**src/common/soc_pkg.sv**
```systemverilog
`default_nettype none

package soc_pkg;

    // top five address bits pick the region
    typedef enum logic [4:0] {
        REGION_ROM         = 5'd0,
        REGION_RAM         = 5'd1,
        REGION_UART_DATA   = 5'd29,
        REGION_UART_STATUS = 5'd30,
        REGION_PORTS       = 5'd31
    } region_t;

    // one bus address, seen raw or split into region and byte offset
    typedef union packed {
        logic [31:0] raw;
        struct packed {
            region_t     region;
            logic [26:0] offset;
        } f;
    } bus_addr_u;

    // word address widths
    localparam int ROM_BITS = 4;
    localparam int RAM_BITS = 8;

    // cpu_clk cycles per serial bit
    localparam int UART_CLOCK_DIV = 8;
    localparam int UART_DIV_BITS = $clog2(UART_CLOCK_DIV);
    localparam int UART_FIFO_DEPTH = 4;
    localparam int UART_PTR_BITS = $clog2(UART_FIFO_DEPTH);

    // interrupt every 1024 cycles
    localparam int TIMER_BITS = 10;

    localparam logic [1:0] RESP_OKAY = 2'b00;
    localparam logic [1:0] RESP_SLVERR = 2'b10;

endpackage

`default_nettype wire

```
**src/logic/io_ports.sv**
```systemverilog
`timescale 1ns/1ns
`default_nettype none

module io_ports import soc_pkg::*; (
    input  logic        cpu_clk,
    input  logic        reset,
    input  logic        led_wr,
    input  logic [31:0] wr_data,
    input  logic        irq_clear,
    input  logic        port_sel,
    input  logic [4:0]  buttons,
    output logic        led,
    output logic        timer_irq,
    output logic [31:0] port_rdata
);
    logic [TIMER_BITS-1:0] timer;

    always_ff @(posedge cpu_clk) begin
        if (!reset) begin
            timer <= '0;
            led <= 1'b0;
            timer_irq <= 1'b0;
        end else begin
            timer <= timer + 1'b1;
            if (led_wr) begin
                led <= wr_data[0];
            end
            // a wrap in the same cycle beats the clear
            if (&timer) begin
                timer_irq <= 1'b1;
            end else if (irq_clear) begin
                timer_irq <= 1'b0;
            end
        end
    end

    // buttons taken as they are at read time
    always_ff @(posedge cpu_clk) begin
        if (port_sel) begin
            port_rdata <= {23'h000000, timer_irq, 1'b0, buttons, 1'b0, led};
        end
    end

endmodule

`default_nettype wire

```
**config.mk**
```make
export PLATFORM = sky130hd
export DESIGN_NAME = io_ports
export DESIGN_NICKNAME = d
export VERILOG_FILES = /design/src/common/soc_pkg.sv /design/src/logic/io_ports.sv
export SDC_FILE = /design/constraint.sdc
export NUM_CORES = 1
export LEC_CHECK = 0
export ABC_AREA = 1
export BUFFER_PORTS_ARGS = -buffer_cell sky130_fd_sc_hd__buf_4
export CAP_MARGIN = 20
export CORE_ASPECT_RATIO = 1.25
export CORE_MARGIN = 2
export CORE_UTILIZATION = 34
export DETAILED_ROUTE_END_ITERATION = 7
export MAX_ROUTING_LAYER = met4
export PLACE_DENSITY = 0.75
export REMOVE_ABC_BUFFERS = 1
export SETUP_SLACK_MARGIN = 0.5
export SLEW_MARGIN = 20
export SYNTH_ARGS = -nofsm -noshare
export SYNTH_HDL_FRONTEND = slang
export SYNTH_SLANG_ARGS = --single-unit
```
**constraint.sdc**
```tcl
create_clock -name cpu_clk -period 1.21 [get_ports cpu_clk]
set_clock_uncertainty 0.15 [all_clocks]
set_input_delay 0 -clock cpu_clk [delete_from_list [all_inputs] [get_ports cpu_clk]]
set_output_delay 0 -clock cpu_clk [all_outputs]
set_load 0.005 [all_outputs]
```
==> results.md, run 1 <==
- Hold_ws: -0.2775 ns
- RSZ-0062 raised after global routing: true
- Met3 usage: 0.04369
- Most common cell after layout, fill and taps aside: conb_1
- Hpwl dp: 1088 µm
- Top cell type's share of synthesized area: 0.2656
- Wire per inst: 9.834 µm
- PD cells: 990.5 nW/µm²
- Overflow after GRT: 0
- Worst Path Max Fanout: 4
- Worst hold start: led_wr
- Worst reg-to-reg path cell count: 5
- Starting density of the core: 0.3652
- WS Path Type: flop to flop
- Syn Area/Cell: 8.869 µm²
- Fin nets: 174
- R2r setup slk: 0.08 ns
- Pin count of the biggest net entering global routing: 12
- Critical R2R Launch: timer[1]
- WHS Path Cells: 2
- CP Capture Type: flop
- Final Max Tran Viols: 0
- Die height: 61.67 µm
- Final min period: 1.132 ns
- CP Launch Type: flop
- Area grow syn2layout: 31.26%
- Failing checks: hold timing
- Post-synth cell types: 16
- Peak VDD IR: 0.7638 mV
- Syn Inst Count: 102
- CTS tree: done
- Crit path required time: 1.26 ns
- Total length of routed wires: 1603 µm
- Seq cells post-synth: 19
- Busiest grt layer: met2
- Die ar.: 3092 µm²
- Global-route wire length before repair: 2318 µm
- First-pass DRT Iterations: 4
- CTS Root Cell: clkbuf_4
- Hold EP: led
- Initial antenna violation count: 0
- Status: finished, violations left
- Reg-to-Reg End: timer[3]
- First DRT Iteration DRCs: 5
- Clk buf depth: 2
- Final setup viols: 0
- Clock-pin slew on the worst setup and hold paths: 0.10 ns
- Layout cells sized above 1: 0.4231
- CTS HTree Levels: 1
- Synth area leaders: dfxtp_1 (27%), edfxtp_1 (23%), buf_4 (21%)
- # diodes: 0
- GP Congestion: 0.7630
- Max-cap viol count: 0
- Total global-route track usage: 0.1044
- Synth warn: 0
- Met1 track demand over resource: 0.1027
- Fmax: 0.8834 GHz
- Global routing usage on met2: 0.1917
- Input/output buffers: 19
- Leak Pwr: 0.0004925 µW
- Min-delay worst type: input pin to flop
- CTS buffer count: 3
- CTS sink count: 19
- Via/cell ratio: 3.939
- DRC: 0
- Mapped Area: 904.6 µm²
- Sequential element share of the synthesized area: 0.4979
- Hold Fails Final Rpt: 23
- Critical path arrival: 1.18 ns
- Vias in the first global route: 554
- Fin crit share: 0.9355
- Fin util: 0.4793
- Die width: 50.14 µm
- Synth area leader: dfxtp_1
- Clk_lat worst skew: 0.30 ns
- Core area: 2477 µm²
- Antenna-violating nets left: 0
- Most frequent cells in the layout: conb_1 (25), buf_4 (18), nand2_1 (13)
- FP Rows: 20
- Vias: 642
- Io pins: 76
[flip-flops by register name, indices dropped and copies added (netlist names)]
register / flops
timer: 10
led: 1
timer_irq: 1
port_rdata: 7
[worst max-delay path: stages, from the launching register on]
cell and delay (ns):
dfxtp_2 0.37, buf_6 0.12, nand2_2 0.07, nor2_4 0.14, a21oi_1 0.07, o21a_1 0.11
[power breakdown]
group          leakage (µW)  internal, µW  switching (µW)  total [µW]
sequential         0.000170           693            18.7         712
clock             0.0000177           123             187         310
combinational      0.000305          82.5            71.3         154
total              0.000492           899             277        1180
[worst max-delay path by stage]
stage / endpoint / startpoint / cells after the start / slack [ns]
global placement: timer[6] / timer[0] / 6 / 0.03
floorplan: timer[6] / timer[0] / 6 / 0.04
CTS: timer[9] / timer[0] / 6 / 0.07
detailed placement: timer[6] / timer[0] / 6 / -0.002
global route: timer[7] / timer[1] / 5 / 0.02
finish: timer[3] / timer[1] / 5 / 0.08
[synth_stat cells]
master,instances
nor2_2,1
nand3b_1,1
a21oi_1,7
edfxtp_1,7
nand3_1,5
inv_1,8
o21ai_0,2
conb_1,1
dfxtp_1,12
nor2_4,1
ha_1,1
nand2_1,17
nor2_1,12
xnor2_1,1
o21a_1,1
buf_4,25
[per-layer routing]
layer	routed length [µm]	vias to the layer above
met1	578	274
met2	863	35
met5	0	-
met3	146	4
met4	14	0
li1	-	329
[repair_timing]
| action | in CTS | in global routing |
|---|---|---|
| pin swaps | 7 | 9 |
| hold endpoints to repair | 23 | 23 |
| gates cloned | 0 | 0 |
| buffers inserted | 2 | 1 |
| setup endpoints to repair | 23 | 23 |
| resized for setup | 28 | 10 |
[through the flow]
stage	instances	instance area (µm²)	setup TNS [ns]	total power [µW]	worst slack [ns]
6_report	163	1187	0	1176	0.07802
3_5_place_dp	156	1013	-0.001875	838.2	-0.001875
3_3_place_gp	156	1013	0	832.1	0.03101
2_1_floorplan	101	807.0	0	760.9	0.04178
5_1_grt	163	1187	0	1241	0.01523
4_1_cts	162	1150	0	1178	0.06724
[area by class of cell]
type / count / area [µm²]
multi-input cells: 74 / 415.4
clock inverters: 1 / 5.005
fillers: 239 / 1290
well taps: 33 / 41.29
repair buffers: 25 / 214.0
flip-flops and latches: 19 / 459.2
clock buffers: 3 / 22.52
inverters: 8 / 30.03
[kinds of logic after synthesis]
group	after synthesis	share of synthesized area
XOR/XNOR	1	0.009684
AND/OR/NAND/NOR	37	0.1757
flip-flops	19	0.4979
other	1	0.004145
adder cells (fa/ha/maj)	1	0.01383
AO/OA/AOI/OAI	10	0.05809
buffers and inverters	33	0.2407
(Power assumes the default switching activity.)
==> inputs of run 2 (changes only) <==
MAX_ROUTING_LAYER = not set   (was met4)
==> results.md, run 2 (synthesized netlist as in run 1, its figures left out) <==
- Final setup viols: 0 (unchanged)
- Layout cells sized above 1: 0.4231 (unchanged)
- Vias in the first global route: 558 (+0.72%)
- Status: finished, violations left
- WS Path Type: flop to flop
- RSZ-0062 raised after global routing: true
- Worst Path Max Fanout: 4 (unchanged)
- DRC: 0 (unchanged)
- Biggest regs: timer (10), port_rdata (7)
- CP Capture Type: flop
- Die height: 61.67 µm (unchanged)
- Leak Pwr: 0.0004925 µW (unchanged)
- Initial antenna violation count: 0 (unchanged)
- Most common cell after layout, fill and taps aside: conb_1
- CTS HTree Levels: 1 (unchanged)
- # diodes: 0 (unchanged)
- Multi-input combinational cell area: 415.4 µm² (unchanged)
- Biggest register: timer
- Total global-route track usage: 0.1011 (-0.003266)
- Largest register FFs: 10 (unchanged)
- Setup_tns: 0 ns (unchanged)
- GP Congestion: 0.7533 (-1.3%)
- Starting density of the core: 0.3652 (unchanged)
- Min-delay worst type: input pin to flop
- CTS Root Cell: clkbuf_4
- Die width: 50.14 µm (unchanged)
- # fillers: 239 (unchanged)
- Hold Fails Final Rpt: 23 (unchanged)
- Fin crit share: 0.9354 (about the same)
- Fin nets: 174 (unchanged)
- Wire per inst: 9.810 µm (-0.25%)
- Final min period: 1.132 ns (-0.00009590 ns)
- Clock-pin slew on the worst setup and hold paths: 0.10 ns (about the same)
- Max-cap viol count: 0 (unchanged)
- First DRT Iteration DRCs: 4 (-1)
- CTS sink count: 19 (unchanged)
- Overflow after GRT: 0 (unchanged)
- Hpwl dp: 1088 µm (unchanged)
- First-pass DRT Iterations: 4 (unchanged)
- CP Launch Type: flop
- FP Rows: 20 (unchanged)
- Input/output buffers: 19 (unchanged)
- PD cells: 989.4 nW/µm² (-0.11%)
- Area grow syn2layout: 31.26% (unchanged)
- Die ar.: 3092 µm² (unchanged)
- Global-route wire length before repair: 2318 µm (unchanged)
- Failing checks: hold timing
- Pin count of the biggest net entering global routing: 12 (unchanged)
- Peak VDD IR: 0.7645 mV (about the same)
- Clk buf depth: 2 (unchanged)
- Vias: 643 (+0.16%)
- Io pins: 76 (unchanged)
- Via/cell ratio: 3.945 (+0.16%)
- Hold_ws: -0.2761 ns (+0.001378 ns)
- Critical path arrival: 1.18 ns (about the same)
- CTS tree: done
- Total power: 1175 µW (-0.11%)
- CTS buffer count: 3 (unchanged)
- Fmax: 0.8835 GHz (about the same)
- Core area: 2477 µm² (unchanged)
- Clk_lat worst skew: 0.29 ns (about the same)
- Antenna-violating nets left: 0 (unchanged)
- Crit path required time: 1.26 ns (about the same)
- Most frequent cells in the layout: conb_1 (25), buf_4 (18), nand2_1 (13)
- Fin util: 0.4793 (unchanged)
- R2r setup slk: 0.08 ns (about the same)
- Final Max Tran Viols: 0 (unchanged)
- Register area: 459.2 µm² (unchanged)
- Total length of routed wires: 1599 µm (-0.25%)
## run 2: cell counts in the layout (fill, tap and decap cells not counted)
No cell type changed its count.
## run 2: critical path, stage by stage, from the launching register on
cell,delay [ns]
dfxtp_2,0.37
buf_6,0.12
nand2_2,0.07
nor2_4,0.14
a21oi_1,0.07
o21a_1,0.11
## run 2: cell type report
cell class	count	area share
Clock buffer	3	0.01897
Clock inverter	1	0.004215
Inverter	8	0.02529
Multi-Input combinational cell	74	0.3498
Sequential cell	19	0.3867
Tap cell	33	0.03477
Timing Repair Buffer	25	0.1802
## run 2: final timing paths
path	to	cells after the start	from
max	timer[3]	5	timer[1]
min	port_rdata[3]	1	buttons[1]
max reg2reg	timer[3]	5	timer[1]
min reg2reg	timer[4]	2	timer[4]
## run 2: what timing repair did
item	4_1_cts	5_1_grt
endpoints found under the setup margin	23	23
pin swaps	7	9
buffers inserted	2	1
gates resized for setup	28	10
hold endpoints to repair	23	23
## run 2: stage by stage
| stage | cell area, µm² | setup slack [ns] | instances | hold slack (ns) |
|---|---|---|---|---|
| 2_1_floorplan | 807.0 | 0.04178 | 101 | -0.05655 |
| 3_3_place_gp | 1013 | 0.03101 | 156 | 0.02906 |
| 3_5_place_dp | 1013 | -0.001875 | 156 | 0.02967 |
| 4_1_cts | 1150 | 0.06724 | 162 | -0.2857 |
| 5_1_grt | 1187 | 0.01522 | 163 | -0.2977 |
| 6_report | 1187 | 0.07811 | 163 | -0.2761 |
## run 2: per-layer routing
layer  part of all wire  vias up  GRT usage  wire (µm)
li1                   -      329          -          -
met1               0.36      280     0.1027        575
met2               0.54       32     0.1917        870
met3              0.091        2    0.04369        146
met4             0.0044        0    0.02381          7
met5                  0        -          0          0
## run 2: where the power goes
part           internal, µW  total, µW  switching, µW
clock                   123        309            186
sequential              693        712           18.7
combinational          82.5        154           71.1
