File: src/common/soc_pkg.sv
`default_nettype none

package soc_pkg;

    // top five address bits pick the region
    typedef enum logic [4:0] {
        REGION_ROM         = 5'd0,
        REGION_RAM         = 5'd1,
        REGION_UART_DATA   = 5'd29,
        REGION_UART_STATUS = 5'd30,
        REGION_PORTS       = 5'd31
    } region_t;

    // one bus address, seen raw or split into region and byte offset
    typedef union packed {
        logic [31:0] raw;
        struct packed {
            region_t     region;
            logic [26:0] offset;
        } f;
    } bus_addr_u;

    // word address widths
    localparam int ROM_BITS = 4;
    localparam int RAM_BITS = 8;

    // cpu_clk cycles per serial bit
    localparam int UART_CLOCK_DIV = 8;
    localparam int UART_DIV_BITS = $clog2(UART_CLOCK_DIV);
    localparam int UART_FIFO_DEPTH = 4;
    localparam int UART_PTR_BITS = $clog2(UART_FIFO_DEPTH);

    // interrupt every 1024 cycles
    localparam int TIMER_BITS = 10;

    localparam logic [1:0] RESP_OKAY = 2'b00;
    localparam logic [1:0] RESP_SLVERR = 2'b10;

endpackage

`default_nettype wire

File: src/uart/uart_fifo.sv
`timescale 1ns/1ns
`default_nettype none

module uart_fifo import soc_pkg::*; (
    input  logic       cpu_clk,
    input  logic       reset,
    input  logic       uart_push,
    input  logic [7:0] wr_data,
    input  logic       uart_pop,
    input  logic       rx,
    output logic       tx,
    output logic [7:0] uart_rdata,
    output logic       uart_full,
    output logic       uart_empty
);
    logic [7:0]               tx_mem [0:UART_FIFO_DEPTH-1];
    logic [UART_PTR_BITS:0]   tx_wr_ptr;
    logic [UART_PTR_BITS:0]   tx_rd_ptr;
    logic                     tx_empty;
    logic                     tx_load;
    logic                     tx_busy;
    logic [9:0]               tx_shift;
    logic [UART_DIV_BITS-1:0] tx_div;
    logic [3:0]               tx_bit;

    logic [7:0]               rx_mem [0:UART_FIFO_DEPTH-1];
    logic [UART_PTR_BITS:0]   rx_wr_ptr;
    logic [UART_PTR_BITS:0]   rx_rd_ptr;
    logic                     rx_full;
    logic                     rx_s1;
    logic                     rx_s2;
    logic                     rx_busy;
    logic                     rx_mid;
    logic                     rx_push;
    logic [7:0]               rx_shift;
    logic [UART_DIV_BITS-1:0] rx_div;
    logic [3:0]               rx_bit;

    // full when pointers differ only in the wrap bit
    assign uart_full = (tx_wr_ptr ^ tx_rd_ptr) == {1'b1, {UART_PTR_BITS{1'b0}}};
    assign tx_empty = tx_wr_ptr == tx_rd_ptr;
    assign rx_full = (rx_wr_ptr ^ rx_rd_ptr) == {1'b1, {UART_PTR_BITS{1'b0}}};
    assign uart_empty = rx_wr_ptr == rx_rd_ptr;

    assign tx_load = !tx_busy && !tx_empty;
    assign tx = tx_shift[0];

    always_ff @(posedge cpu_clk) begin
        if (uart_push) begin
            tx_mem[tx_wr_ptr[UART_PTR_BITS-1:0]] <= wr_data;
        end
    end

    always_ff @(posedge cpu_clk) begin
        if (!reset) begin
            tx_wr_ptr <= '0;
            tx_rd_ptr <= '0;
            tx_busy <= 1'b0;
            tx_shift <= '1;
            tx_div <= '0;
            tx_bit <= '0;
        end else begin
            if (uart_push) begin
                tx_wr_ptr <= tx_wr_ptr + 1'b1;
            end
            if (tx_load) begin
                // stop, data lsb first, start
                tx_shift <= {1'b1, tx_mem[tx_rd_ptr[UART_PTR_BITS-1:0]], 1'b0};
                tx_rd_ptr <= tx_rd_ptr + 1'b1;
                tx_busy <= 1'b1;
                tx_div <= '0;
                tx_bit <= '0;
            end else if (tx_busy) begin
                if (tx_div == UART_DIV_BITS'(UART_CLOCK_DIV - 1)) begin
                    tx_div <= '0;
                    tx_shift <= {1'b1, tx_shift[9:1]};
                    tx_bit <= tx_bit + 1'b1;
                    if (tx_bit == 4'd9) begin
                        tx_busy <= 1'b0;
                    end
                end else begin
                    tx_div <= tx_div + 1'b1;
                end
            end
        end
    end

    // sample points sit half a bit after each boundary
    assign rx_mid = rx_busy && rx_div == UART_DIV_BITS'(UART_CLOCK_DIV / 2);
    assign rx_push = rx_mid && rx_bit == 4'd9 && rx_s2 && !rx_full;

    always_ff @(posedge cpu_clk) begin
        if (!reset) begin
            rx_s1 <= 1'b1;
            rx_s2 <= 1'b1;
            rx_busy <= 1'b0;
            rx_div <= '0;
            rx_bit <= '0;
            rx_wr_ptr <= '0;
            rx_rd_ptr <= '0;
        end else begin
            rx_s1 <= rx;
            rx_s2 <= rx_s1;
            if (uart_pop && !uart_empty) begin
                rx_rd_ptr <= rx_rd_ptr + 1'b1;
            end
            if (rx_push) begin
                rx_wr_ptr <= rx_wr_ptr + 1'b1;
            end
            if (!rx_busy) begin
                if (!rx_s2) begin
                    rx_busy <= 1'b1;
                    rx_div <= '0;
                    rx_bit <= '0;
                end
            end else begin
                if (rx_div == UART_DIV_BITS'(UART_CLOCK_DIV - 1)) begin
                    rx_div <= '0;
                    rx_bit <= rx_bit + 1'b1;
                end else begin
                    rx_div <= rx_div + 1'b1;
                end
                // false start or end of frame
                if (rx_mid && ((rx_bit == 4'd0 && rx_s2) || rx_bit == 4'd9)) begin
                    rx_busy <= 1'b0;
                end
            end
        end
    end

    always_ff @(posedge cpu_clk) begin
        if (rx_mid && rx_bit inside {[4'd1:4'd8]}) begin
            rx_shift <= {rx_s2, rx_shift[7:1]};
        end
        if (rx_push) begin
            rx_mem[rx_wr_ptr[UART_PTR_BITS-1:0]] <= rx_shift;
        end
        if (uart_pop) begin
            uart_rdata <= uart_empty ? 8'h00 : rx_mem[rx_rd_ptr[UART_PTR_BITS-1:0]];
        end
    end

    // the bus front end answers SLVERR instead of pushing
    a_no_push_full: assert property (@(posedge cpu_clk) disable iff (!reset)
        uart_push |-> !uart_full);

endmodule

`default_nettype wire
File: config.mk
export PLATFORM = sky130hd
export DESIGN_NAME = uart_fifo
export DESIGN_NICKNAME = d
export VERILOG_FILES = /design/src/common/soc_pkg.sv /design/src/uart/uart_fifo.sv
export SDC_FILE = /design/constraint.sdc
export NUM_CORES = 1
export LEC_CHECK = 0
export BUFFER_PORTS_ARGS = -buffer_cell sky130_fd_sc_hd__buf_2
export CORE_ASPECT_RATIO = 0.7
export CORE_MARGIN = 2
export CORE_UTILIZATION = 35
export CTS_CLUSTER_DIAMETER = 100
export DETAILED_ROUTE_END_ITERATION = 8
export PLACE_DENSITY = 0.5
export SYNTH_ARGS = -nofsm -noshare
export SYNTH_HDL_FRONTEND = slang
export SYNTH_SLANG_ARGS = --single-unit
export TNS_END_PERCENT = 50
File: constraint.sdc
create_clock -name cpu_clk -period 3.5 [get_ports cpu_clk]
set_input_delay 0.7 -clock cpu_clk [delete_from_list [all_inputs] [get_ports cpu_clk]]
set_output_delay 0.7 -clock cpu_clk [all_outputs]
set_load 0.005 [all_outputs]
==> run_results.csv <==
group,metric,value,unit
route,dr.pass1.iters,5,
floorplanning,dieWidth,146,µm
floorplanning,die_area,15200,µm²
critical_path,r2r-end,"rx_mem[3][5]",
placed_design,dpl_worst_slack,1.22,ns
sta,skew,0.0102,ns
sta,final_max_slew_viol_count,0,
layout,drive_gt1_frac,0.198,
grt,grt_pass1_wl,14400,µm
floorplanning,start_util,0.358,
layout,multi_input_area,1630,µm²
layout,finish.utilization,0.422,
layout,syn_to_final_growth,17.7,%
clocking,cts_root_buf,"clkbuf_16",
route,antenna_left,0,
clocking,htreeDepth,4,
layout,insertedDiodeCount,0,
sta,rsz0062_at_grt,"false",
route,drc_errors,0,
grt,grt_use_met3,0.0458,
job,maxCapViolCount,0,
route,wire_per_inst,15.0,µm
yosys,synthTopCellsByArea,"edfxtp_1 (48%), dfxtp_1 (17%), mux4_2 (7.3%), ha_1 (5.0%), a21oi_1 (2.1%)",
pwr,swShare,0.230,
yosys,ys_seq_area_frac,0.649,
grt,met2_usage,0.176,
yosys,ys.flop_type,"edfxtp_1",
clocking,post_cts_buffers,0,
critical_path,cp-start-kind,"flip-flop",
sta,timing.final.ws_setup,0.858,ns
min_path,hold_path_end,"rx_s2",
pwr,p_leak,2.02,nW
critical_path,rrSetupSlack,1.48,ns
yosys,synth-edff-count,80,
sta,fmax,378,MHz
clocking,numCtsBuffers,17,
yosys,yosysTopAreaCell,"edfxtp_1",
critical_path,timing.rr.start,"rx_rd_ptr[1]",
clocking,cts_resized,0,
layout,final_common_cell,"edfxtp_1",
grt,met1_usage,0.173,
placed_design,gp_congestion,0.713,
grt,grtUsageTotal,0.125,
clocking,cts_hold_buf,0,
sta,finalCritPeriodShare,0.755,
sta,period_needed,2.64,ns
min_path,holdPathStages,1,
grt,grt-ovfl-total,0,
layout,fillers,1280,
clocking,cts_tree,"built",
placed_design,port_buffers,23,
route,finalWirelength,8660,µm
sta,hold_viol,0,
pwr,power.net_switching,0.880,mW
layout,regArea,3220,µm²
pwr,max-vdd-ir-drop,0.320,mV
yosys,syn_avg_cell_area,14.3,µm²
pwr,pwr-share-seq,0.452,
critical_path,critical_path_arrival,1.94,ns
yosys,async_flop_share,0,
placed_design,detailed_place_hpwl,5550,µm
pwr,powerDensity,654,nW/µm²
clocking,clk_pin_slew_worst_paths,0.06,ns
sta,worst_pin_slew,0.802,ns
critical_path,worst-path-max-fanout,12,
floorplanning,die_height,104,µm
floorplanning,io_pins,24,
pwr,p_comb_frac,0.093,
yosys,syn_nets,381,
clocking,cts_buffer_depth,2,
critical_path,end_kind,"output pin",
critical_path,worstSetupPathType,"reg -> out",
run_status,outcome,"completed",
floorplanning,num_rows,36,
sta,setup-violations-final,0,
grt,grt_max_degree,27,
sta,slew_headroom,0.462,
sta,setup_tns,0,ns
floorplanning,fp.coreArea,13900,µm²
pwr,p_clk_frac,0.455,
yosys,ys_types,44,
yosys,syn_area,4970,µm²
route,via_per_inst,4.83,
critical_path,ff2ff_path_depth,3,
min_path,hp-class,"reg -> reg",
min_path,min_from,"rx_s1",
critical_path,cp.required,2.80,ns
yosys,ys_warn_count,0,
layout,nets,410,
pwr,p_int,2.95,mW
yosys,ys_ff_latch,121,
yosys,yosysTopAreaCellShare,0.484,
clocking,clock_latency,0.40,ns
layout,mostFrequentLayoutCells,"edfxtp_1 (80), dfxtp_1 (41), nand2_1 (25), buf_2 (23), nor2_1 (22)",
clocking,clock-sinks,121,
yosys,syn_inst,348,
grt,grt_antenna_before_repair,0,
route,dr_total_vias,2790,
grt,first_global_vias,2751,
grt,top_usage_layer,"met2",
route,drtIter0Drc,77,
-- Yosys cell counts (2+ instances only) --
| library cell | count |
|---|---|
| a21oi_1 | 21 |
| a31oi_1 | 3 |
| and2_1 | 4 |
| and2_2 | 4 |
| and3_1 | 2 |
| buf_2 | 3 |
| buf_4 | 4 |
| clkbuf_1 | 8 |
| dfxtp_1 | 41 |
| edfxtp_1 | 80 |
| ha_1 | 20 |
| inv_1 | 11 |
| mux2i_1 | 3 |
| mux4_2 | 16 |
| nand2_1 | 25 |
| nand2b_1 | 4 |
| nand3_1 | 12 |
| nand4b_1 | 2 |
| nor2_1 | 22 |
| nor2b_1 | 8 |
| nor3_1 | 5 |
| o21ai_0 | 4 |
| o311ai_0 | 8 |
| o31ai_1 | 4 |
| or3_1 | 2 |
| xnor2_1 | 10 |
| xor2_1 | 5 |
-- layer usage --
layer,vias up,share of wire
met4,0,0.016
met2,46,0.43
met1,1376,0.52
li1,1358,-
met5,-,0
met3,10,0.038
-- metrics by stage --
step	cell area, µm²	total power [mW]	hold WS, ns	std cells
2_1_floorplan	4970	2.03	0.386	348
3_3_place_gp	5260	2.11	0.389	548
3_5_place_dp	5260	2.12	0.398	548
4_1_cts	5850	3.88	0.403	578
5_1_grt	5850	4.01	0.443	578
6_report	5850	3.83	0.398	578
-- critical path, stage by stage, from the launching register on --
cell     delay [ns]
dfxtp_1        0.66
xor2_1         0.21
nor3_2         0.46
buf_2          0.21
-- power groups by stage --
| stage | registers (mW) | logic (mW) | clock network [mW] |
|---|---|---|---|
| floorplan | 1.69 | 0.336 | 0 |
| global placement | 1.76 | 0.354 | 0 |
| detailed placement | 1.76 | 0.360 | 0 |
| CTS | 1.73 | 0.362 | 1.78 |
| global route | 1.75 | 0.404 | 1.85 |
| finish | 1.73 | 0.355 | 1.74 |
-- state kept, by name (all words and copies together), names as in the netlist, named ones only --
| register | cells |
|---|---|
| rx_s2 | 1 |
| tx_busy | 1 |
| rx_bit | 4 |
| tx_bit | 4 |
| rx_s1 | 1 |
| tx_mem | 32 |
| rx_rd_ptr | 3 |
| rx_div | 3 |
| rx_wr_ptr | 3 |
| tx_div | 3 |
| rx_shift | 8 |
| rx_busy | 1 |
| rx_mem | 32 |
| uart_rdata | 8 |
| tx_wr_ptr | 3 |
| tx_shift | 9 |
| tx_rd_ptr | 3 |
-- kinds of logic (layout without fill, tap and decap cells) --
logic type / Yosys count / in the layout / share of synthesized area
and+or+nand+nor: 93 / 93 / 0.0922
AOI/OAI and AO/OA: 52 / 52 / 0.0763
muxes: 19 / 19 / 0.0786
buffers and inverters: 27 / 67 / 0.0242
adders and majority gates: 20 / 20 / 0.0504
xor gates and xnor gates: 16 / 16 / 0.0297
DFF: 121 / 121 / 0.649
-- worst max path at each step --
stage / slack (ns) / cells after the start / startpoint / to
after floorplan: 1.65 / 5 / rx_bit[0] / rx_shift[0]
after global placement: 1.27 / 3 / rx_rd_ptr[1] / uart_empty
after detailed placement: 1.22 / 3 / reset / rx_bit[2]
after CTS: 0.79 / 3 / rx_rd_ptr[1] / uart_empty
after global routing: 0.66 / 3 / rx_rd_ptr[1] / uart_empty
final: 0.86 / 3 / rx_rd_ptr[1] / uart_empty
-- cell type report --
cell class / instances / share of cell area
tap: 190 / 0.0407
inverter: 12 / 0.00770
timing repair buffer: 25 / 0.0223
multi-input combinational: 200 / 0.278
clock inverter: 12 / 0.0270
clock buffer: 18 / 0.0734
sequential: 121 / 0.551
Note: power is estimated with default switching activity, not from simulation.
