===== config.mk =====
export PLATFORM = sky130hd
export DESIGN_NAME = periph_bus
export DESIGN_NICKNAME = d
export VERILOG_FILES = /design/src/common/soc_pkg.sv /design/src/logic/periph_bus.sv
export SDC_FILE = /design/constraint.sdc
export NUM_CORES = 1
export LEC_CHECK = 0
export BUFFER_PORTS_ARGS = -buffer_cell sky130_fd_sc_hd__buf_2
export CAP_MARGIN = 20
export CORE_AREA = 2 2 120 122
export DETAILED_ROUTE_END_ITERATION = 8
export DIE_AREA = 0 0 122 124
export GPL_TIMING_DRIVEN = 0
export SLEW_MARGIN = 5
export SYNTH_ARGS = -nofsm -noshare
export SYNTH_HDL_FRONTEND = slang
export SYNTH_SLANG_ARGS = --single-unit

===== constraint.sdc =====
create_clock -name cpu_clk -period 2 [get_ports cpu_clk]
set_input_delay 0.2 -clock cpu_clk [delete_from_list [all_inputs] [get_ports cpu_clk]]
set_output_delay 0.2 -clock cpu_clk [all_outputs]
set_load 0.01 [all_outputs]

===== src/common/soc_pkg.sv =====
`default_nettype none

package soc_pkg;

    // top five address bits pick the region
    typedef enum logic [4:0] {
        REGION_ROM         = 5'd0,
        REGION_RAM         = 5'd1,
        REGION_UART_DATA   = 5'd29,
        REGION_UART_STATUS = 5'd30,
        REGION_PORTS       = 5'd31
    } region_t;

    // one bus address, seen raw or split into region and byte offset
    typedef union packed {
        logic [31:0] raw;
        struct packed {
            region_t     region;
            logic [26:0] offset;
        } f;
    } bus_addr_u;

    // word address widths
    localparam int ROM_BITS = 4;
    localparam int RAM_BITS = 8;

    // cpu_clk cycles per serial bit
    localparam int UART_CLOCK_DIV = 8;
    localparam int UART_DIV_BITS = $clog2(UART_CLOCK_DIV);
    localparam int UART_FIFO_DEPTH = 4;
    localparam int UART_PTR_BITS = $clog2(UART_FIFO_DEPTH);

    // interrupt every 1024 cycles
    localparam int TIMER_BITS = 10;

    localparam logic [1:0] RESP_OKAY = 2'b00;
    localparam logic [1:0] RESP_SLVERR = 2'b10;

endpackage

`default_nettype wire


===== src/logic/periph_bus.sv =====
`timescale 1ns/1ns
`default_nettype none

module periph_bus import soc_pkg::*; (
    input  logic                cpu_clk,
    input  logic                reset,
    input  logic [31:0]         awaddr,
    input  logic                awvalid,
    output logic                awready,
    input  logic [31:0]         wdata,
    input  logic [3:0]          wstrb,
    input  logic                wvalid,
    output logic                wready,
    output logic [1:0]          bresp,
    output logic                bvalid,
    input  logic                bready,
    input  logic [31:0]         araddr,
    input  logic                arvalid,
    output logic                arready,
    output logic [31:0]         rdata,
    output logic [1:0]          rresp,
    output logic                rvalid,
    input  logic                rready,
    output logic [RAM_BITS-1:0] word_addr,
    output logic                rom_sel,
    output logic                ram_sel,
    output logic [3:0]          ram_strb,
    output logic [31:0]         wr_data,
    output logic                uart_push,
    output logic                uart_pop,
    output logic                port_sel,
    output logic                led_wr,
    output logic                irq_clear,
    input  logic [31:0]         rom_rdata,
    input  logic [31:0]         ram_rdata,
    input  logic [7:0]          uart_rdata,
    input  logic                uart_full,
    input  logic                uart_empty,
    input  logic [31:0]         port_rdata
);
    bus_addr_u  req_addr;
    region_t    region;
    region_t    rd_region;
    logic       ready_q;
    logic       idle;
    logic       wr_hs;
    logic       rd_hs;
    logic       wr_ok;
    logic       rd_ok;
    logic [1:0] status_q;

    // one transaction in flight at a time
    assign idle = ready_q && !bvalid && !rvalid;
    assign awready = idle;
    assign wready = idle;
    // write wins when both channels arrive together
    assign arready = idle && !(awvalid && wvalid);
    assign wr_hs = awvalid && wvalid && idle;
    assign rd_hs = arvalid && arready;

    assign req_addr.raw = wr_hs ? awaddr : araddr;
    assign region = req_addr.f.region;
    assign word_addr = req_addr.raw[RAM_BITS+1:2];
    assign wr_data = wdata;

    always_comb begin
        wr_ok = 1'b0;
        rd_ok = 1'b1;
        case (region)
            REGION_RAM, REGION_PORTS: wr_ok = 1'b1;
            REGION_UART_DATA:         wr_ok = !uart_full;
            REGION_ROM, REGION_UART_STATUS: wr_ok = 1'b0;
            default:                  rd_ok = 1'b0;
        endcase
    end

    assign rom_sel = rd_hs && region == REGION_ROM;
    assign ram_sel = (wr_hs || rd_hs) && region == REGION_RAM;
    assign ram_strb = (wr_hs && region == REGION_RAM) ? wstrb : 4'b0000;
    assign uart_push = wr_hs && region == REGION_UART_DATA && !uart_full;
    assign uart_pop = rd_hs && region == REGION_UART_DATA;
    assign port_sel = rd_hs && region == REGION_PORTS;
    assign led_wr = wr_hs && region == REGION_PORTS && wstrb[0];
    assign irq_clear = wr_hs && region == REGION_PORTS && wstrb[1] && wdata[8];

    always_ff @(posedge cpu_clk) begin
        if (!reset) begin
            ready_q <= 1'b0;
            bvalid <= 1'b0;
            rvalid <= 1'b0;
            bresp <= RESP_OKAY;
            rresp <= RESP_OKAY;
        end else begin
            ready_q <= 1'b1;
            if (wr_hs) begin
                bvalid <= 1'b1;
                bresp <= wr_ok ? RESP_OKAY : RESP_SLVERR;
            end else if (bready) begin
                bvalid <= 1'b0;
            end
            if (rd_hs) begin
                rvalid <= 1'b1;
                rresp <= rd_ok ? RESP_OKAY : RESP_SLVERR;
            end else if (rready) begin
                rvalid <= 1'b0;
            end
        end
    end

    // flags are live, so status is captured at the handshake
    always_ff @(posedge cpu_clk) begin
        if (rd_hs) begin
            rd_region <= region;
            status_q <= {uart_empty, uart_full};
        end
    end

    always_comb begin
        case (rd_region)
            REGION_ROM:         rdata = rom_rdata;
            REGION_RAM:         rdata = ram_rdata;
            REGION_UART_DATA:   rdata = {24'h000000, uart_rdata};
            REGION_UART_STATUS: rdata = {30'h00000000, status_q};
            REGION_PORTS:       rdata = port_rdata;
            default:            rdata = 32'h00000000;
        endcase
    end

    a_one_resp: assert property (@(posedge cpu_clk) disable iff (!reset)
        !(bvalid && rvalid));

    // block read registers must not move under a stalled response
    a_rdata_hold: assert property (@(posedge cpu_clk) disable iff (!reset)
        rvalid && !rready |=> rvalid && $stable(rdata));

endmodule

`default_nettype wire


==> metrics.csv, run 1 <==
metric,value,unit
status,completed,
final core utilization,27.6,%
cts bufs inserted,3,
starting DRC count in detailed routing,42,
most frequent cells in the layout,"buf_2, buf_4, nand2_1",
H-tree levels,1,
Max Clock Skew,0.000296,ns
hpwl dp,7.11,mm
layout cells sized above 1,68.7,%
Most Crowded Layer GR,met2,
required time worst endpoint,1.80,ns
Yosys cell types,44,
Synth Area per Inst,7.48,µm²
vias in the first global route,2367,
I/O Pins,305,
PD cells,320,nW/µm²
R2R cell count,5,
worst r2r src,rvalid,
Leak,0.00192,µW
worst hold path type,in2reg,
Core Area,13700,µm²
largest family of logic cells by synthesized area,simple AND/OR/NAND/NOR gates,
critical path peak fanout,6,
Ys Warns,0,
RSZ-0062 raised after global routing,yes,
post-synth top area share,17.1,%
final instance area,3790,µm²
"commonest non-fill, non-tap cell in the layout",buf_2,
post-synth top area cell,buf_4,
CP Class,reg2out,
number of synthesized flops with an enable pin,7,
ys async rst share,0,%
Synth Area in Simple Gates,24.7,%
Critical path origin,rd_region[2],
Worst-path clk slew,0.04,ns
deepest clock path buffer count,2,
post-route ant nets,0,
XOR/XNOR Fraction of Synth Area,0,%
Tot Pwr,1210,µW
Via density,3.99,
Most used DFF post-synth,edfxtp_1,
TritonCTS clock tree,yes,
ranking of synthesized cells by area,"buf_4, edfxtp_1, nand2_1, a31oi_1, a21oi_1",
r2r setup slk,0.22,ns
initial core utilization,14.1,%
Post-Synthesis Cell Area,1940,µm²
Worst EP arrival,1.79,ns
die area,15100,µm²
total grt overflow,0,
first-pass GRT wire length,11.7,mm
vias,2732,
die span in x,122,µm
met1 Use GR,11.3,%
area post-placement,3330,µm²
Worst VDD drop,371,µV
capturing point of the worst reg2reg path,rd_region[2],
post-synthesis adder-cell area fraction,0,%
fmax,0.502,GHz
CP startpoint kind,flip-flop,
Setup TNS Final,0,ns
"Hold Vio Cnt, Final",0,
post-synthesis sequential area ratio,16.0,%
DRT Pass-1 Iters,4,
Avg WL per Cell,12.7,µm
Final #Nets,719,
# setup viols final,0,
mux contribution to synthesized area,13.6,%
Rows,43,
DRC errors left,0,
met2 GRT Util,18.2,%
compound-cell area share of the yosys netlist,22.0,%
GPL Wtd Cong,0.792,
Antenna diodes,0,
CP Capture Type,output pin,
total wire length,8.67,mm
pin count of the biggest net entering global routing,12,
Total GRT Usage,9.51,%
# Max-Cap Violations,0,
Slew Limit Fails,0,
port bufs,233,
fin crit period,1.99,ns
CTS sink cnt,12,
Die Y-Extent,124,µm
post-route clock period utilization,99.6,%
initial antenna violation count,0,
"Clk Latency, worst-skew pair",0.23,ns
area delta synth->final,95.5,%
Worst Setup EP,rdata[23],
Cells after Synth,259,
clock root cell,clkbuf_16,
met3 usage,1.79,%
#FFs+latches synth,12,
CTS Hold Buffers Added,0,
logic make-up after synthesis:
kind of cell / after synthesis
buffers and inverters: 65
flip-flops: 12
multiplexers: 22
other: 1
AND/OR/NAND/NOR: 93
AO/OA/AOI/OAI: 66
synth_stat cells (2+ instances only):
library cell and instances:
nand2_1 51, buf_4 44, a21oi_1 24, a31oi_1 24, nor2_1 11, mux2i_1 9, a221o_1 8, buf_2 7
edfxtp_1 7, mux2_4 7, mux2_2 6, and2_1 5, and4_1 5, clkbuf_1 5, dfxtp_1 5, nand4_1 4
inv_1 3, nand3_1 3, a211oi_1 2, buf_1 2, buf_6 2, o21ai_0 2, or4_1 2
flip-flops by register name, summed over array words and instances, names as in the netlist:
name,flops
rd_region,5
rresp,1
status_q,2
rvalid,1
bresp,1
bvalid,1
ready_q,1
power breakdown:
part | total [µW] | switching, µW | internal (µW)
registers | 285 | 8.15 | 277
logic | 573 | 256 | 318
clock network | 355 | 92.5 | 262
per-layer routing:
| metal | vias up | wire (µm) |
|---|---|---|
| met4 | 0 | 12 |
| met5 | - | 0 |
| met3 | 2 | 867 |
| met1 | 1193 | 3270 |
| met2 | 149 | 4520 |
| li1 | 1388 | - |
how the worst min path moves through the flow:
stage	from	end	slack [ns]	cells past startpoint
after floorplan	reset	ready_q	0.23	0
after global placement	reset	ready_q	0.39	1
after detailed placement	uart_empty	status_q[1]	0.40	1
after CTS	uart_empty	status_q[1]	0.16	1
after global routing	uart_empty	status_q[1]	0.15	1
final	reset	ready_q	0.16	1
timing repair:
| item | in CTS | in global routing |
|---|---|---|
| buffers inserted | 4 | 5 |
| pin swaps | 3 | 34 |
| gates resized for setup | 18 | 54 |
| hold endpoints to repair | 0 | 0 |
| endpoints found under the setup margin | 33 | 42 |
| cloned | 0 | 3 |
final cells by class:
type / instances / area (µm²)
fill: 1501 / 9930
timing repair buffer: 245 / 1350
multi-input combinational: 183 / 1330
buffer: 57 / 467
sequential: 12 / 313
tap: 180 / 225
clock buffer: 3 / 75.1
inverter: 4 / 22.5
clock inverter: 1 / 3.75
worst max-delay path, stage by stage (launching register included):
cell,delay (ns)
edfxtp_1,0.45
nor4_4,0.29
buf_6,0.17
buf_12,0.14
clkbuf_16,0.14
nand2_1,0.06
a31oi_1,0.16
buf_2,0.15
metrics by stage:
stage               instances  setup WS [ns]  hold slack, ns
detailed placement        673        -0.0765           0.399
global route              685        -0.0997           0.155
global placement          673        -0.0528           0.394
CTS                       681       -0.00666           0.158
finish                    685        0.00799           0.156
floorplan                 260          0.273           0.228
Note: power is estimated with default switching activity, not from simulation.
==> run 2: changes to the inputs <==
--- a/constraint.sdc
+++ b/constraint.sdc
@@ -3,2 +3,2 @@
 set_output_delay 0.2 -clock cpu_clk [all_outputs]
-set_load 0.01 [all_outputs]
+set_load 0.02 [all_outputs]
==> run 2 against run 1 <==
The run now ends with negative setup slack left. First-iteration DRC count rose by 36%. Clock-buffer cell count did not move. Clock power barely moved. Combinational power rose by 13%. Global-route usage rose by 0.058 points. Sequential cell count did not move. Register-to-register slack improved by 0.02 ns. Worst hold slack got worse by 0.0013 ns.
==> metrics.csv, run 2 (synthesized netlist as in run 1, its figures left out) <==
metric,value,unit,change
Via density,4.01,,was 3.99
status,finished with violations,,was completed
CP Capture Type,output pin,,unchanged
DRC errors left,0,,unchanged
setup slack after layout,-0.0160,ns,was 0.00799 ns
pre-CTS setup slack,-0.110,ns,was -0.0765 ns
Worst-path clk slew,0.04,ns,about the same
sw frac,32.7,%,was 29.4%
vias,2744,,was 2732
Hold Slack,0.155,ns,was 0.156 ns
post-route clock period utilization,101,%,was 99.6%
Sequential Power Share,22.0,%,was 23.5%
CTS Hold Buffers Added,0,,unchanged
post-route ant nets,0,,unchanged
# setup viols final,2,,was 0
"Hold Vio Cnt, Final",0,,unchanged
critical path peak fanout,5,,was 6
PD cells,338,nW/µm²,was 320 nW/µm²
cts bufs inserted,3,,unchanged
Final #Nets,719,,unchanged
die area,15100,µm²,unchanged
# Max-Cap Violations,0,,unchanged
Reg with most FFs,rd_region,,unchanged
"delay-heaviest family, CP",buffers and inverters,,unchanged
Core Area,13700,µm²,unchanged
"Clk Latency, worst-skew pair",0.23,ns,about the same
Worst EP arrival,1.82,ns,was 1.79 ns
biggest regs,"rd_region x5, status_q x2",,unchanged
first-pass GRT wire length,11.8,mm,was 11.7 mm
hpwl dp,7.11,mm,unchanged
Max Clock Skew,0.000848,ns,was 0.000296 ns
TritonCTS clock tree,yes,,unchanged
deepest clock path buffer count,2,,unchanged
layout cells sized above 1,68.5,%,was 68.7%
Avg WL per Cell,12.9,µm,was 12.7 µm
Worst VDD drop,360,µV,was 371 µV
total wire length,8.86,mm,was 8.67 mm
most frequent cells in the layout,"buf_2, buf_4, nand2_1",,unchanged
I/O Pins,305,,unchanged
fmax,0.496,GHz,was 0.502 GHz
Leak,0.00193,µW,was 0.00192 µW
Antenna diodes,0,,unchanged
"Cell Chain, Critical Path",nor4_4 -> buf_6 -> buf_12 -> clkbuf_16 -> nand2_2 -> a31oi_1 -> buf_4,,was nor4_4 -> buf_6 -> buf_12 -> clkbuf_16 -> nand2_1 -> a31oi_1 -> buf_2
starting DRC count in detailed routing,57,,was 42
switching power total,421,µW,was 357 µW
dpl cells,673,,unchanged
DRT Pass-1 Iters,5,,was 4
CP startpoint kind,flip-flop,,unchanged
total grt overflow,0,,unchanged
Die Y-Extent,124,µm,unchanged
Clock Power Share,27.6,%,was 29.2%
Largest register FFs,5,,unchanged
violated checks,negative setup slack,,
CP peak stage delay,0.44,ns,was 0.45 ns
required time worst endpoint,1.80,ns,about the same
H-tree levels,1,,unchanged
initial core utilization,14.1,%,unchanged
pin count of the biggest net entering global routing,12,,unchanged
fillers,1507,,was 1501
"commonest non-fill, non-tap cell in the layout",buf_2,,unchanged
Rows,43,,unchanged
area delta synth->final,97.2,%,was 95.5%
Slew Limit Fails,0,,unchanged
die span in x,122,µm,unchanged
CP Class,reg2out,,unchanged
port bufs,233,,unchanged
RSZ-0062 raised after global routing,yes,,unchanged
slowest CP cell,edfxtp_1,,unchanged
fin crit period,2.02,ns,was 1.99 ns
Total GRT Usage,9.57,%,was 9.51%
combinational power share,50.3,%,was 47.3%
vias in the first global route,2396,,was 2367
Non-Filler Instances,685,,unchanged
initial antenna violation count,0,,unchanged
clock root cell,clkbuf_16,,unchanged
Buf/Inv on CP,4,,unchanged
Internal,869,µW,was 857 µW
CTS sink cnt,12,,unchanged
GPL Wtd Cong,0.792,,unchanged
worst hold path type,in2reg,,unchanged
run 2: cell types whose count changed in the layout (fill, tap and decap cells not counted), sizes merged:
cell    delta
clkbuf     +1
buf        -1
run 2: final cells by class:
type | instances | area [µm²] | share of cell area, %
Clock inverter | 1 | 3.75 | 0.0983
Tap cell | 180 | 225 | 5.90
Multi-Input combinational cell | 183 | 1270 | 33.4
Clock buffer | 3 | 75.1 | 1.97
Timing Repair Buffer | 245 | 1450 | 38.0
Inverter | 4 | 22.5 | 0.590
Sequential cell | 12 | 312 | 8.16
Buffer | 57 | 457 | 12.0
run 2: worst reg2reg max path: stages, from the launching register on:
cell	delay [ns]
dfxtp_1	0.32
or3b_4	0.44
nor2_8	0.15
buf_12	0.14
buf_4	0.16
mux2_4	0.31
run 2: worst paths after layout:
check                       to  cells past startpoint         start  slack (ns)
setup reg to reg  rd_region[2]                      5        rvalid        0.24
hold reg to reg       rresp[1]                      2      rresp[1]        0.46
hold / removal         ready_q                      1         reset        0.16
setup / recovery     rdata[23]                      7  rd_region[2]       -0.02
run 2: layer usage:
metal	up-vias	GRT usage, %	wire, µm	share of wire, %
li1	1393	-	-	-
met1	1194	11.3	3400	38
met2	155	18.4	4580	52
met3	2	1.88	872	9.8
met4	0	1.01	9	0.10
met5	-	0	0	0
run 2: power groups by stage:
stage	clock, µW	sequential [µW]	combinational, µW
after floorplan	0	292	328
after global placement	0	287	591
after detailed placement	0	287	592
after CTS	360	284	612
after global routing	380	286	703
final	356	284	649
run 2: metrics by stage:
stage	setup TNS, ns	instance area, µm²	total power [µW]	utilization [%]
final	-0.0237	3820	1290	27.8
after global routing	-2.34	3820	1370	27.8
after CTS	-0.106	3530	1260	25.8
after detailed placement	-0.556	3330	879	24.3
after global placement	-0.414	3330	878	24.3
after floorplan	0	1940	619	-
run 2: what timing repair did:
action	CTS	global route
buffers inserted	7	2
pin swaps	12	22
endpoints found under the setup margin	33	41
resized for setup	34	69
gates cloned	0	3
==> run 3: changes to the inputs <==
CELL_PAD_IN_SITES_DETAIL_PLACEMENT = 1   (was default)
CELL_PAD_IN_SITES_GLOBAL_PLACEMENT = 1   (was default)
CORE_AREA = 2 2 117 119   (was 2 2 120 122)
DIE_AREA = 0 0 119 121   (was 0 0 122 124)
PLACE_DENSITY_LB_ADDON = 0.1   (was default)
==> run 3 against run 2 <==
The flow still finishes with violations (negative setup slack). Sequential share of layout area fell by 0.074 points. Global-route usage rose by 2.4 points. Clock power barely moved. Maximum frequency fell by 2.0%. Register-to-register slack barely moved. Sequential cell count did not move. First-iteration DRC count fell by 26%. Total power rose by 0.70%. Worst hold slack got worse by 0.015 ns. Utilization rose by 1.6 points. Clock-buffer cell count did not move. Critical path type unchanged.
==> metrics.csv, run 3 (synthesized netlist as in run 1, its figures left out) <==
metric,value,unit,change
CP Capture Type,output pin,,unchanged
first-pass GRT wire length,14.3,mm,was 11.8 mm
hpwl dp,8.03,mm,was 7.11 mm
RSZ-0062 raised after global routing,yes,,unchanged
post-route ant nets,0,,unchanged
layout cells sized above 1,70.7,%,was 68.5%
status,finished with violations,,unchanged
# Max-Cap Violations,0,,unchanged
pre-CTS setup slack,-0.0901,ns,was -0.110 ns
fillers,1645,,was 1507
worst hold path type,in2reg,,unchanged
Largest register FFs,5,,unchanged
CP startpoint kind,flip-flop,,unchanged
Worst EP arrival,1.86,ns,was 1.82 ns
TritonCTS clock tree,yes,,unchanged
# setup viols final,14,,was 2
Slew Limit Fails,0,,unchanged
CP Class,reg2out,,unchanged
vias,2795,,was 2744
Worst VDD drop,332,µV,was 360 µV
PD cells,337,nW/µm²,was 338 nW/µm²
Max Clock Skew,0.00125,ns,was 0.000848 ns
GPL Wtd Cong,0.736,,was 0.792
port bufs,233,,unchanged
vias in the first global route,2880,,was 2396
"Clk Latency, worst-skew pair",0.23,ns,about the same
DRC errors left,0,,unchanged
Reg with most FFs,rd_region,,unchanged
CTS sink cnt,12,,unchanged
die span in x,119,µm,was 122 µm
Core Area,13100,µm²,was 13700 µm²
biggest regs,"rd_region x5, status_q x2",,unchanged
starting DRC count in detailed routing,42,,was 57
I/O Pins,305,,unchanged
Total GRT Usage,11.9,%,was 9.57%
area delta synth->final,99.0,%,was 97.2%
initial antenna violation count,1,,was 0
clock root cell,clkbuf_16,,unchanged
violated checks,negative setup slack,,unchanged
fin crit period,2.06,ns,was 2.02 ns
post-route clock period utilization,103,%,was 101%
deepest clock path buffer count,2,,unchanged
critical path peak fanout,8,,was 5
pin count of the biggest net entering global routing,12,,unchanged
Worst-path clk slew,0.04,ns,about the same
H-tree levels,1,,unchanged
DRT Pass-1 Iters,4,,was 5
Tot Pwr,1300,µW,was 1290 µW
required time worst endpoint,1.80,ns,about the same
Rows,42,,was 43
cts bufs inserted,3,,unchanged
die area,14400,µm²,was 15100 µm²
"Hold Vio Cnt, Final",0,,unchanged
Final #Nets,722,,was 719
setup slack after layout,-0.0569,ns,was -0.0160 ns
Via density,4.08,,was 4.01
Leak,0.00195,µW,was 0.00193 µW
total grt overflow,0,,unchanged
most frequent cells in the layout,"buf_2, buf_4, nand2_1",,unchanged
initial core utilization,14.8,%,was 14.1%
Avg WL per Cell,13.8,µm,was 12.9 µm
fmax,0.486,GHz,was 0.496 GHz
total wire length,9.49,mm,was 8.86 mm
Die Y-Extent,121,µm,was 124 µm
"commonest non-fill, non-tap cell in the layout",buf_2,,unchanged
[run 3: power breakdown]
group          switching [µW]  internal [µW]  total (µW)
logic                     325            333         658
registers                8.06            277         285
clock network            93.6            262         356
[run 3: worst paths after layout]
check	end	slack [ns]	cells after the start	start
hold reg to reg	rresp[1]	0.46	2	rresp[1]
setup / recovery	rdata[14]	-0.06	6	rd_region[3]
setup reg to reg	rd_region[2]	0.25	6	bvalid
hold / removal	ready_q	0.14	1	reset
[run 3: final cells by class]
| cell class | instances | area [µm²] | share of cell area (%) |
|---|---|---|---|
| Timing Repair Buffer | 248 | 1440 | 37.4 |
| Multi-Input combinational cell | 183 | 1330 | 34.5 |
| Buffer | 57 | 448 | 11.6 |
| Sequential cell | 12 | 312 | 8.08 |
| Tap cell | 176 | 220 | 5.71 |
| Clock buffer | 3 | 75.1 | 1.95 |
| Inverter | 4 | 22.5 | 0.584 |
| Clock inverter | 1 | 3.75 | 0.0974 |
| Antenna cell | 1 | 2.50 | 0.0649 |
[run 3: repair_timing]
| item | CTS | global route |
|---|---|---|
| setup endpoints to repair | 33 | 44 |
| resized for setup | 35 | 69 |
| pin swaps | 5 | 37 |
| gates cloned | 0 | 2 |
| buffers inserted | 10 | 4 |
| hold buffers | 0 | 0 |
[run 3: worst max-delay path, cell delays in order, from the launching register on]
cell,delay (ns)
edfxtp_1,0.45
nor4_4,0.39
buf_6,0.22
clkbuf_16,0.17
nand2_2,0.04
a31oi_1,0.17
buf_4,0.18
[run 3: metrics by stage]
step / area [µm²] / TNS [ns] / cells / util, % / hold WS [ns]
finish: 3850 / -0.411 / 685 / 29.5 / 0.141
global route: 3850 / -3.88 / 684 / 29.4 / 0.143
CTS: 3560 / -0.931 / 678 / 27.2 / 0.142
detailed placement: 3330 / -0.604 / 669 / 25.4 / 0.386
global placement: 3330 / -0.319 / 669 / 25.4 / 0.387
floorplan: 1940 / 0 / 260 / - / 0.228
[run 3: metal layers]
metal | share of wire [%] | GRT usage (%)
met3 | 8.7 | 3.67
met4 | 0.14 | 1.12
met1 | 38 | 13.3
met5 | 0 | 0
met2 | 53 | 22.8
